## src/rtl/pcie_cmd_settings.svh

```systemverilog
`ifndef PCIE_CMD_SETTINGS_SVH
`define PCIE_CMD_SETTINGS_SVH

// Host word and command layout
`define BUNDLE_W         128
`define CMD_W            32
`define PAYLOAD_W        28

// Command queue
`define FIFO_DEPTH       4
`define CMD_GAP_CYCLES   128            // Idle cycles after each ack

// DMA start
`define DMA_MAGIC        128'h30000001
`define DMA_PULSE_CYCLES 16

// Register reset values
`define WAVE_LEN_RST     14'h7ff
`define CYCLE_RST        14'h3ff
`define WAVE_FRE_RST     16'h3e8
`define ADC_CFG_RST      24'hff_ffff

`endif

```

## src/rtl/pcie_cmd_pkg.sv

```systemverilog
package pcie_cmd_pkg;

    // Command opcodes, bits 31:28 of each command
    typedef enum logic [3:0] {
        OP_WAVE  = 4'h4,
        OP_IQ    = 4'h5,
        OP_ADC1  = 4'h6,
        OP_ADC2  = 4'h7,
        OP_FRE   = 4'h8,
        OP_TDATA = 4'h9,
        OP_DELAY = 4'ha,
        OP_MODE  = 4'he
    } opcode_e;

    typedef enum logic [1:0] {
        IDLE,
        ISSUE,
        GAP
    } split_state_e;

    typedef enum logic [1:0] {
        ARM,
        KEEP,
        DONE
    } dma_state_e;

endpackage

```

## src/rtl/cmd_fifo.sv

```systemverilog
`timescale 1ns/10ps
`include "pcie_cmd_settings.svh"

module cmd_fifo #(
    parameter int WIDTH = `BUNDLE_W,
    parameter int DEPTH = `FIFO_DEPTH
) (
    input  logic             clk_50m,
    input  logic             reset,
    input  logic [WIDTH-1:0] wdata,
    input  logic             wen,
    input  logic             pop,
    output logic [WIDTH-1:0] head,
    output logic             empty,
    output logic             full
);
    localparam int AW = (DEPTH > 1) ? $clog2(DEPTH) : 1;
    localparam int CW = $clog2(DEPTH + 1);
    localparam logic [AW-1:0] LAST = AW'(DEPTH - 1);

    logic [WIDTH-1:0] mem [DEPTH];
    logic [AW-1:0]    wr_ptr;
    logic [AW-1:0]    rd_ptr;
    logic [CW-1:0]    count;
    logic             push;
    logic             drop;

    assign push  = wen && !full;   // Writes while full are lost
    assign drop  = pop && !empty;
    assign head  = mem[rd_ptr];    // First word falls through
    assign empty = (count == '0);
    assign full  = (count == CW'(DEPTH));

    always_ff @(posedge clk_50m) begin
        if (push) mem[wr_ptr] <= wdata;
    end

    always_ff @(posedge clk_50m or posedge reset) begin
        if (reset) begin
            wr_ptr <= '0;
            rd_ptr <= '0;
            count  <= '0;
        end else begin
            if (push) wr_ptr <= (wr_ptr == LAST) ? '0 : wr_ptr + 1'b1;
            if (drop) rd_ptr <= (rd_ptr == LAST) ? '0 : rd_ptr + 1'b1;
            case ({push, drop})
                2'b10:   count <= count + 1'b1;
                2'b01:   count <= count - 1'b1;
                default: count <= count;
            endcase
        end
    end

endmodule

```

## src/rtl/cmd_splitter.sv

```systemverilog
`timescale 1ns/10ps
`include "pcie_cmd_settings.svh"

module cmd_splitter (
    input  logic                  clk_50m,
    input  logic                  reset,
    input  logic [`BUNDLE_W-1:0]  head,
    input  logic                  empty,
    output logic                  pop,
    output logic                  wb_cyc,
    output logic                  wb_stb,
    output pcie_cmd_pkg::opcode_e wb_adr,
    output logic [`PAYLOAD_W-1:0] wb_dat,
    input  logic                  wb_ack
);
    localparam int SLOTS  = `BUNDLE_W / `CMD_W;
    localparam int SLOT_W = (SLOTS > 1) ? $clog2(SLOTS) : 1;
    localparam int GAP_W  = (`CMD_GAP_CYCLES > 1) ? $clog2(`CMD_GAP_CYCLES) : 1;
    localparam int OP_W   = `CMD_W - `PAYLOAD_W;
    localparam logic [SLOT_W-1:0] SLOT_LAST = SLOT_W'(SLOTS - 1);
    localparam logic [GAP_W-1:0]  GAP_LAST  = GAP_W'(`CMD_GAP_CYCLES - 1);

    pcie_cmd_pkg::split_state_e state;
    logic [`BUNDLE_W-1:0] bundle;
    logic [SLOT_W-1:0]    slot;
    logic [GAP_W-1:0]     gap_cnt;
    logic [`CMD_W-1:0]    cmd;

    ////////////////////////////////////////
    // Command presented to the bus
    ////////////////////////////////////////
    assign cmd    = bundle[slot*`CMD_W +: `CMD_W];   // Slot 0 is bits 31:0
    assign wb_adr = pcie_cmd_pkg::opcode_e'(cmd[`CMD_W-1 -: OP_W]);
    assign wb_dat = cmd[`PAYLOAD_W-1:0];
    assign wb_cyc = (state == pcie_cmd_pkg::ISSUE);
    assign wb_stb = (state == pcie_cmd_pkg::ISSUE);

    // Pop in the same cycle the head is taken
    assign pop = (state == pcie_cmd_pkg::IDLE) && !empty;

    always_ff @(posedge clk_50m) begin
        if (pop) bundle <= head;
    end

    ////////////////////////////////////////
    // Slot sequencing
    ////////////////////////////////////////
    always_ff @(posedge clk_50m or posedge reset) begin
        if (reset) begin
            state   <= pcie_cmd_pkg::IDLE;
            slot    <= '0;
            gap_cnt <= '0;
        end else begin
            case (state)
                pcie_cmd_pkg::IDLE: begin
                    if (!empty) begin
                        slot  <= '0;
                        state <= pcie_cmd_pkg::ISSUE;
                    end
                end
                pcie_cmd_pkg::ISSUE: begin
                    if (wb_ack) begin   // Held until the slave answers
                        gap_cnt <= '0;
                        state   <= pcie_cmd_pkg::GAP;
                    end
                end
                pcie_cmd_pkg::GAP: begin
                    if (gap_cnt == GAP_LAST) begin
                        if (slot == SLOT_LAST) begin
                            state <= pcie_cmd_pkg::IDLE;
                        end else begin
                            slot  <= slot + 1'b1;
                            state <= pcie_cmd_pkg::ISSUE;
                        end
                    end else begin
                        gap_cnt <= gap_cnt + 1'b1;
                    end
                end
                default: state <= pcie_cmd_pkg::IDLE;
            endcase
        end
    end

endmodule

```

## src/rtl/cmd_regfile.sv

```systemverilog
`timescale 1ns/10ps
`include "pcie_cmd_settings.svh"

module cmd_regfile (
    input  logic                  clk_50m,
    input  logic                  reset,
    input  logic                  wb_cyc,
    input  logic                  wb_stb,
    input  pcie_cmd_pkg::opcode_e wb_adr,
    input  logic [`PAYLOAD_W-1:0] wb_dat,
    output logic                  wb_ack,
    output logic [13:0]           wave_len,
    output logic [13:0]           cycle,
    output logic [19:0]           delay,
    output logic [15:0]           wave_fre,
    output logic                  tdata_start,
    output logic [3:0]            data_mode,
    output logic [3:0]            analysis_mode,
    output logic                  isa_mode_vld,
    output logic [31:0]           i0,
    output logic [31:0]           q0,
    output logic [31:0]           i1,
    output logic [31:0]           q1,
    output logic                  adc1_cfgen,
    output logic [23:0]           adc1_cfgdata,
    output logic                  adc2_cfgen,
    output logic [23:0]           adc2_cfgdata
);
    logic [15:0] iq_half [8];   // I0 lo/hi, Q0 lo/hi, I1 lo/hi, Q1 lo/hi
    logic        commit;
    logic [23:0] adc_word;

    // First cycle of a strobe
    assign commit   = wb_cyc && wb_stb && !wb_ack;
    assign adc_word = {3'b010, wb_dat[19:16], 1'b0, wb_dat[15:0]};

    always_ff @(posedge clk_50m or posedge reset) begin
        if (reset) begin
            wb_ack        <= 1'b0;
            wave_len      <= `WAVE_LEN_RST;
            cycle         <= `CYCLE_RST;
            delay         <= '0;
            wave_fre      <= `WAVE_FRE_RST;
            tdata_start   <= 1'b0;
            data_mode     <= '0;
            analysis_mode <= '0;
            isa_mode_vld  <= 1'b0;
            adc1_cfgen    <= 1'b0;
            adc1_cfgdata  <= `ADC_CFG_RST;
            adc2_cfgen    <= 1'b0;
            adc2_cfgdata  <= `ADC_CFG_RST;
            for (int k = 0; k < 8; k++) iq_half[k] <= '0;
        end else begin
            wb_ack     <= commit;
            adc1_cfgen <= 1'b0;   // Single-cycle enables
            adc2_cfgen <= 1'b0;
            if (commit) begin
                case (wb_adr)
                    pcie_cmd_pkg::OP_WAVE: begin
                        wave_len <= wb_dat[27:14];
                        cycle    <= wb_dat[13:0];
                    end
                    pcie_cmd_pkg::OP_IQ: iq_half[wb_dat[18:16]] <= wb_dat[15:0];
                    pcie_cmd_pkg::OP_ADC1: begin
                        adc1_cfgen   <= 1'b1;
                        adc1_cfgdata <= adc_word;
                    end
                    pcie_cmd_pkg::OP_ADC2: begin
                        adc2_cfgen   <= 1'b1;
                        adc2_cfgdata <= adc_word;
                    end
                    pcie_cmd_pkg::OP_FRE:   wave_fre    <= wb_dat[15:0];
                    pcie_cmd_pkg::OP_TDATA: tdata_start <= wb_dat[0];
                    pcie_cmd_pkg::OP_DELAY: delay       <= wb_dat[19:0];
                    pcie_cmd_pkg::OP_MODE: begin
                        data_mode     <= wb_dat[3:0];
                        analysis_mode <= wb_dat[7:4];
                        isa_mode_vld  <= wb_dat[8];
                    end
                    default: ;   // Unused opcodes
                endcase
            end
        end
    end

    ////////////////////////////////////////
    // Coefficients from their halves
    ////////////////////////////////////////
    always_ff @(posedge clk_50m or posedge reset) begin
        if (reset) begin
            i0 <= '0;
            q0 <= '0;
            i1 <= '0;
            q1 <= '0;
        end else begin
            i0 <= {iq_half[1], iq_half[0]};
            q0 <= {iq_half[3], iq_half[2]};
            i1 <= {iq_half[5], iq_half[4]};
            q1 <= {iq_half[7], iq_half[6]};
        end
    end

endmodule

```

## src/rtl/dma_start_detect.sv

```systemverilog
`timescale 1ns/10ps
`include "pcie_cmd_settings.svh"

module dma_start_detect (
    input  logic                 clk_50m,
    input  logic                 reset,
    input  logic [`BUNDLE_W-1:0] pxie_wdata,
    input  logic                 pxie_wen,
    input  logic                 fifo_full,
    output logic                 dma_start
);
    localparam int CNT_W = $clog2(`DMA_PULSE_CYCLES);
    localparam logic [CNT_W-1:0] KEEP_LAST = CNT_W'(`DMA_PULSE_CYCLES - 1);
    localparam logic [CNT_W-1:0] DONE_LAST = CNT_W'(1);   // Two quiet cycles

    pcie_cmd_pkg::dma_state_e state;
    logic [CNT_W-1:0]         cnt;
    logic                     hit;

    // Only words the FIFO accepts count
    assign hit       = pxie_wen && !fifo_full && (pxie_wdata == `DMA_MAGIC);
    assign dma_start = (state == pcie_cmd_pkg::KEEP);

    always_ff @(posedge clk_50m or posedge reset) begin
        if (reset) begin
            state <= pcie_cmd_pkg::ARM;
            cnt   <= '0;
        end else begin
            case (state)
                pcie_cmd_pkg::ARM: begin
                    if (hit) begin
                        cnt   <= '0;
                        state <= pcie_cmd_pkg::KEEP;
                    end
                end
                pcie_cmd_pkg::KEEP: begin
                    cnt <= cnt + 1'b1;
                    if (cnt == KEEP_LAST) begin
                        cnt   <= '0;
                        state <= pcie_cmd_pkg::DONE;
                    end
                end
                pcie_cmd_pkg::DONE: begin
                    cnt <= cnt + 1'b1;
                    if (cnt == DONE_LAST) state <= pcie_cmd_pkg::ARM;
                end
                default: state <= pcie_cmd_pkg::ARM;
            endcase
        end
    end

endmodule

```

## src/rtl/pcie_cmd_parser.sv

```systemverilog
`timescale 1ns/10ps
`include "pcie_cmd_settings.svh"

module pcie_cmd_parser (
    input  logic                 clk_50m,
    input  logic                 reset,
    input  logic [`BUNDLE_W-1:0] pxie_wdata,
    input  logic                 pxie_wen,
    output logic                 fifo_full,
    output logic                 dma_start,
    output logic [13:0]          wave_len,
    output logic [13:0]          cycle,
    output logic [19:0]          delay,
    output logic [15:0]          wave_fre,
    output logic                 tdata_start,
    output logic [3:0]           data_mode,
    output logic [3:0]           analysis_mode,
    output logic                 isa_mode_vld,
    output logic [31:0]          i0,
    output logic [31:0]          q0,
    output logic [31:0]          i1,
    output logic [31:0]          q1,
    output logic                 adc1_cfgen,
    output logic [23:0]          adc1_cfgdata,
    output logic                 adc2_cfgen,
    output logic [23:0]          adc2_cfgdata
);
    logic [`BUNDLE_W-1:0]  head;
    logic                  empty;
    logic                  pop;
    logic                  wb_cyc;
    logic                  wb_stb;
    logic                  wb_ack;
    pcie_cmd_pkg::opcode_e wb_adr;
    logic [`PAYLOAD_W-1:0] wb_dat;

    cmd_fifo cmd_fifo_i (
        .clk_50m (clk_50m),
        .reset   (reset),
        .wdata   (pxie_wdata),
        .wen     (pxie_wen),
        .pop     (pop),
        .head    (head),
        .empty   (empty),
        .full    (fifo_full)
    );

    // Wishbone master
    cmd_splitter cmd_splitter_i (
        .clk_50m (clk_50m),
        .reset   (reset),
        .head    (head),
        .empty   (empty),
        .pop     (pop),
        .wb_cyc  (wb_cyc),
        .wb_stb  (wb_stb),
        .wb_adr  (wb_adr),
        .wb_dat  (wb_dat),
        .wb_ack  (wb_ack)
    );

    // Wishbone slave
    cmd_regfile cmd_regfile_i (
        .clk_50m       (clk_50m),
        .reset         (reset),
        .wb_cyc        (wb_cyc),
        .wb_stb        (wb_stb),
        .wb_adr        (wb_adr),
        .wb_dat        (wb_dat),
        .wb_ack        (wb_ack),
        .wave_len      (wave_len),
        .cycle         (cycle),
        .delay         (delay),
        .wave_fre      (wave_fre),
        .tdata_start   (tdata_start),
        .data_mode     (data_mode),
        .analysis_mode (analysis_mode),
        .isa_mode_vld  (isa_mode_vld),
        .i0            (i0),
        .q0            (q0),
        .i1            (i1),
        .q1            (q1),
        .adc1_cfgen    (adc1_cfgen),
        .adc1_cfgdata  (adc1_cfgdata),
        .adc2_cfgen    (adc2_cfgen),
        .adc2_cfgdata  (adc2_cfgdata)
    );

    // Watches the host word ahead of the FIFO
    dma_start_detect dma_start_detect_i (
        .clk_50m    (clk_50m),
        .reset      (reset),
        .pxie_wdata (pxie_wdata),
        .pxie_wen   (pxie_wen),
        .fifo_full  (fifo_full),
        .dma_start  (dma_start)
    );

endmodule

```

## config.mk

```make
export PLATFORM = sky130hd
export DESIGN_NAME = pcie_cmd_parser
export DESIGN_NICKNAME = d
export VERILOG_FILES = /design/src/rtl/pcie_cmd_pkg.sv /design/src/rtl/cmd_fifo.sv /design/src/rtl/cmd_splitter.sv /design/src/rtl/cmd_regfile.sv /design/src/rtl/dma_start_detect.sv /design/src/rtl/pcie_cmd_parser.sv
export VERILOG_INCLUDE_DIRS = /design/src /design/src/rtl
export SDC_FILE = /design/constraint.sdc
export NUM_CORES = 1
export LEC_CHECK = 0
export BUFFER_PORTS_ARGS = -buffer_cell sky130_fd_sc_hd__buf_2
export CORE_MARGIN = 4
export CORE_UTILIZATION = 45
export CTS_CLUSTER_DIAMETER = 100
export DETAILED_ROUTE_END_ITERATION = 16
export SKIP_LAST_GASP = 1
export SLEW_MARGIN = 20
export SYNTH_ARGS = -nofsm -noshare
export SYNTH_HDL_FRONTEND = slang
export SYNTH_SLANG_ARGS = --single-unit
```

## constraint.sdc

```tcl
create_clock -name clk_50m -period 24.2 [get_ports clk_50m]
set_input_delay 1.21 -clock clk_50m [delete_from_list [all_inputs] [get_ports clk_50m]]
set_output_delay 1.21 -clock clk_50m [all_outputs]
set_load 0.1 [all_outputs]
```

==> impl_results.md <==
- Status: finished, final reports clean
- Max transition margin: around 27%
- Port bufs: 382
- Internal power: 3.952 mW
- Simple-Gate Fraction of Synth Area: 2.490%
- Final Cell Area: 44010 um2
- Wire per inst: 25.33 um
- Synth Instances: 1756
- CORE AREA: 82240 um2
- CTS sink count: 1039
- # DRC: 0
- Fin. max-slew vios: 0
- Routability cong.: 0.7282
- Post-synthesis compound-gate area fraction: 0.4652%
- Logic gate share of total power: around 33%
- Synthesis-stage register bit count: around 1000
- Layout Cells excl Fill: 3353
- CP top delay family: multiplexers
- Share of cells above drive strength 1: between 40% and 50%
- Hold_ws: 364.7 ps
- Number of I/O pins: 385
- Initial DRC count: between 1000 and 1500
- Hold Path Class: reg -> reg
- WP data required: 24710 ps
- Clock Path Buffers: 3
- Layout Skew: 29.45 ps
- CTS tree: done
- Post-synthesis mux area share: 16.68%
- Via count: 17850
- PD cells: ~140 nW/um2
- # rows: 105
- Die Y: 296.2 um
- Syn Area/Cell: 21.29 um2
- Reg2reg setup slack: 20280 ps
- Slew @ Worst Pin: between 1000 and 1500 ps
- Vias in the first global route: 18380
- Worst ir drop on vdd: 0.00009499 V
- Hold Path Depth: 0
- Total congestion overflow: 0
- Area Overhead vs Synth: 17.72%
- First-pass GRT wire length: 123.7 mm
- Vias per cell: 5.324
- Register Area: 29300 um2
- Psw: between 2 and 2.5 mW
- Worst-path clk slew: about 60 ps
- Root Buffer Master: clkbuf_16
- Htree depth: 3
- Worst path depth: 5
- Crit Path Category: reg -> reg
- Clock share of power: 25.2%
- CP peak stage delay: 840 ps
- Crit-path max FO: 22
- Cts hold-fix bufs: 0
- Final setup fails: 0
- Nets@finish: 2335
- Placed cell areas: 40520 um2
- P_leak: 17.60 nW
- Top cells by area, synth: edfxtp_1 51%, dfrtp_1 22%, mux4_2 9.6%
- Seq pwr share: 41.6%
- Post-synth EDFFs: 640
- FF-to-FF path depth: 5
- Synth warnings: 0
- Seq/Total Area, Yosys: approximately four fifths
- Multi-input gate area: 7702 um2
- CP endpoint kind: register
- Switching Share: 37.96%
- Post-CTS Resized: 0
- Max Fclk: 0.2550 GHz
- DP Cell Count: around 3100
- Max Cap Viol: 0
- Mapped Area: 37390 um2
- # fillers: 6404
- Final Critical Period: 3921 ps
- Die width: 296.2 um
- Die Area: 87760 um2
- CP startpoint kind: register
- First drt pass iteration count: 5
- Ys flop type: edfxtp_1
- Pin count of the biggest net entering global routing: about 190
- Worst skew pair latency: 660 ps
- Antenna violations before repair: 24
- GR Util All Layers: between 10% and 20%
- Synth Area in XOR/XNOR: 0.1640%
- Final Hold Fails: 0
- Final TNS setup: 0 ps
- Final period util: 16.20%
- Synth cell types: 49
- Starting density of the core: between 40% and 50%
- Leading area contributor after synthesis: edfxtp_1
- Arrival time of the worst setup path: 4430 ps
- Post-CTS setup buffer count: 0
- Antenna-violating nets left: 0
- Post-synthesis async set-or-reset flop share: between 30% and 40%
- Dpl hpwl: 54.97 mm
- Routed wire length: around 85 mm
- CP max-delay cell: nand4_1
- Synth Area in Adders: less than 1%
- Area fraction of the dominant cell type after synthesis: 51.40%
- Crit path buf inv count: 1
- Crit-path cells: buf_4, mux4_2, nor2_1, nand4_1, mux2_2
- Largest family of logic cells by synthesized area: multiplexers
- Clock buffers created by TritonCTS: 103
- Unrepaired setup endpoints after global routing: false
-- placed cells by master, fill, tap and decap left out, drive strengths merged, types with 2 or more instances in the layout --
cell / synthesis / final
nand2: 69 / 69
buf: 42 / 404
nor4: 31 / 31
a22o: 5 / 5
clkbuf: 40 / 144
clkinvlp: 0 / 2
o21ai: 5 / 5
ha: 19 / 19
dfstp: 69 / 69
and2: 7 / 7
nand2b: 4 / 4
mux4: 160 / 160
clkinv: 1 / 31
edfxtp: 640 / 640
nor3: 3 / 3
bufinv: 0 / 12
nor4b: 4 / 4
nand3: 7 / 7
and3: 3 / 3
a21oi: 8 / 8
xor2: 3 / 3
nor2b: 4 / 4
nor3b: 3 / 3
mux2: 233 / 233
inv: 15 / 17
diode: 0 / 14
xnor2: 4 / 4
nand4: 9 / 9
dfrtp: 330 / 330
conb: 1 / 2
nand3b: 2 / 2
nor2: 24 / 24
-- kinds of logic after synthesis --
kind of cell | after synthesis
flops | 1039
buf+inv | 98
mux | 394
fa+ha+maj | 20
compound gates | 26
simple gates | 171
other cells | 1
xor+xnor | 7
-- layout make-up --
type,instances,share of cell area [%]
multi-input combinational,620,17.50
sequential,1039,66.56
clock inverter,46,1.359
inverter,16,0.1592
clock buffer,144,6.484
tap,1070,3.042
timing repair buffer,404,4.813
antenna,14,0.07960
-- sequential cells by signal (all words and copies together) (netlist names), 2 cells and up --
signal and flops:
cmd_regfile_i.wave_fre 16, cmd_regfile_i.analysis_mode 4, cmd_fifo_i.wr_ptr 2, cmd_fifo_i.rd_ptr 2, dma_start_detect_i.cnt 4, cmd_splitter_i.bundle 128, cmd_fifo_i.mem 512, cmd_regfile_i.q0 32
cmd_regfile_i.i0 32, cmd_regfile_i.iq_half 128, cmd_regfile_i.q1 32, cmd_regfile_i.i1 32, cmd_fifo_i.count 3, cmd_regfile_i.delay 20, cmd_regfile_i.cycle 14, cmd_regfile_i.wave_len 14
cmd_splitter_i.slot 2, cmd_regfile_i.adc2_cfgdata 21, cmd_regfile_i.adc1_cfgdata 21, cmd_regfile_i.data_mode 4, cmd_splitter_i.state 2, dma_start_detect_i.state 2, cmd_splitter_i.gap_cnt 7
-- per-stage QoR --
step                      utilization (%)  total power, mW  setup WS [ps]
after floorplan                         -            4.285          12010
after global placement              49.20            4.803          19260
after detailed placement            49.27            4.842          19960
after CTS                           53.47            6.456          20100
after global routing                53.48            6.639          19990
final                               53.52            6.370          20280
-- metal layers --
metal	up-vias	wire, um	GRT usage [%]
li1	7729	-	-
met1	9457	35920	26.67
met2	554	41500	31.39
met3	104	5910	4.381
met4	8	1557	4.776
met5	-	53	0
-- power by group through the flow --
stage	Sequential, mW	Clock (mW)	Combinational (mW)
finish	2.65	1.60	2.12
global route	2.69	1.72	2.23
CTS	2.66	1.65	2.16
detailed placement	2.69	0	2.15
global placement	2.67	0	2.13
floorplan	3.47	0	0.818
-- worst register-to-register path, delay by kind of cell (launching register included) --
family / cells / cell delay (ps)
muxes: 2 / 1340
and+or+nand+nor: 2 / 1100
DFF: 1 / 800
buffers and inverters: 1 / 550
-- path summary, 6_finish.rpt --
path / from / endpoint
min in group asynchronous: reset / cmd_regfile_i.q0[12]
max in group asynchronous: reset / cmd_regfile_i.iq_half[67]
worst min-delay path: cmd_regfile_i.iq_half[12] / cmd_regfile_i.q1[28]
worst min register to register: cmd_regfile_i.iq_half[12] / cmd_regfile_i.q1[28]
worst max-delay path: cmd_splitter_i.slot[0] / cmd_regfile_i.iq_half[93]
worst max register to register: cmd_splitter_i.slot[0] / cmd_regfile_i.iq_half[93]
-- Yosys cell counts (2+ instances only) --
cell and number:
mux2_1 8, inv_1 15, nand2_2 2, buf_2 14
xnor2_1 4, nand3_1 6, buf_1 17, a22o_1 5
dfrtp_1 330, xor2_1 3, nand3b_4 2, nand2b_1 4
mux4_2 160, nand4_1 9, dfstp_2 69, mux2_2 225
clkbuf_1 40, and3_1 3, a21oi_1 8, edfxtp_1 640
nand2_1 67, and2_1 7, nor3b_4 3, nor2b_1 4
buf_4 9, nor3_1 2, nor4_1 31, o21ai_0 5
buf_6 2, nor2_1 22, nor4b_1 4, ha_1 19
(Power assumes the default switching activity.)
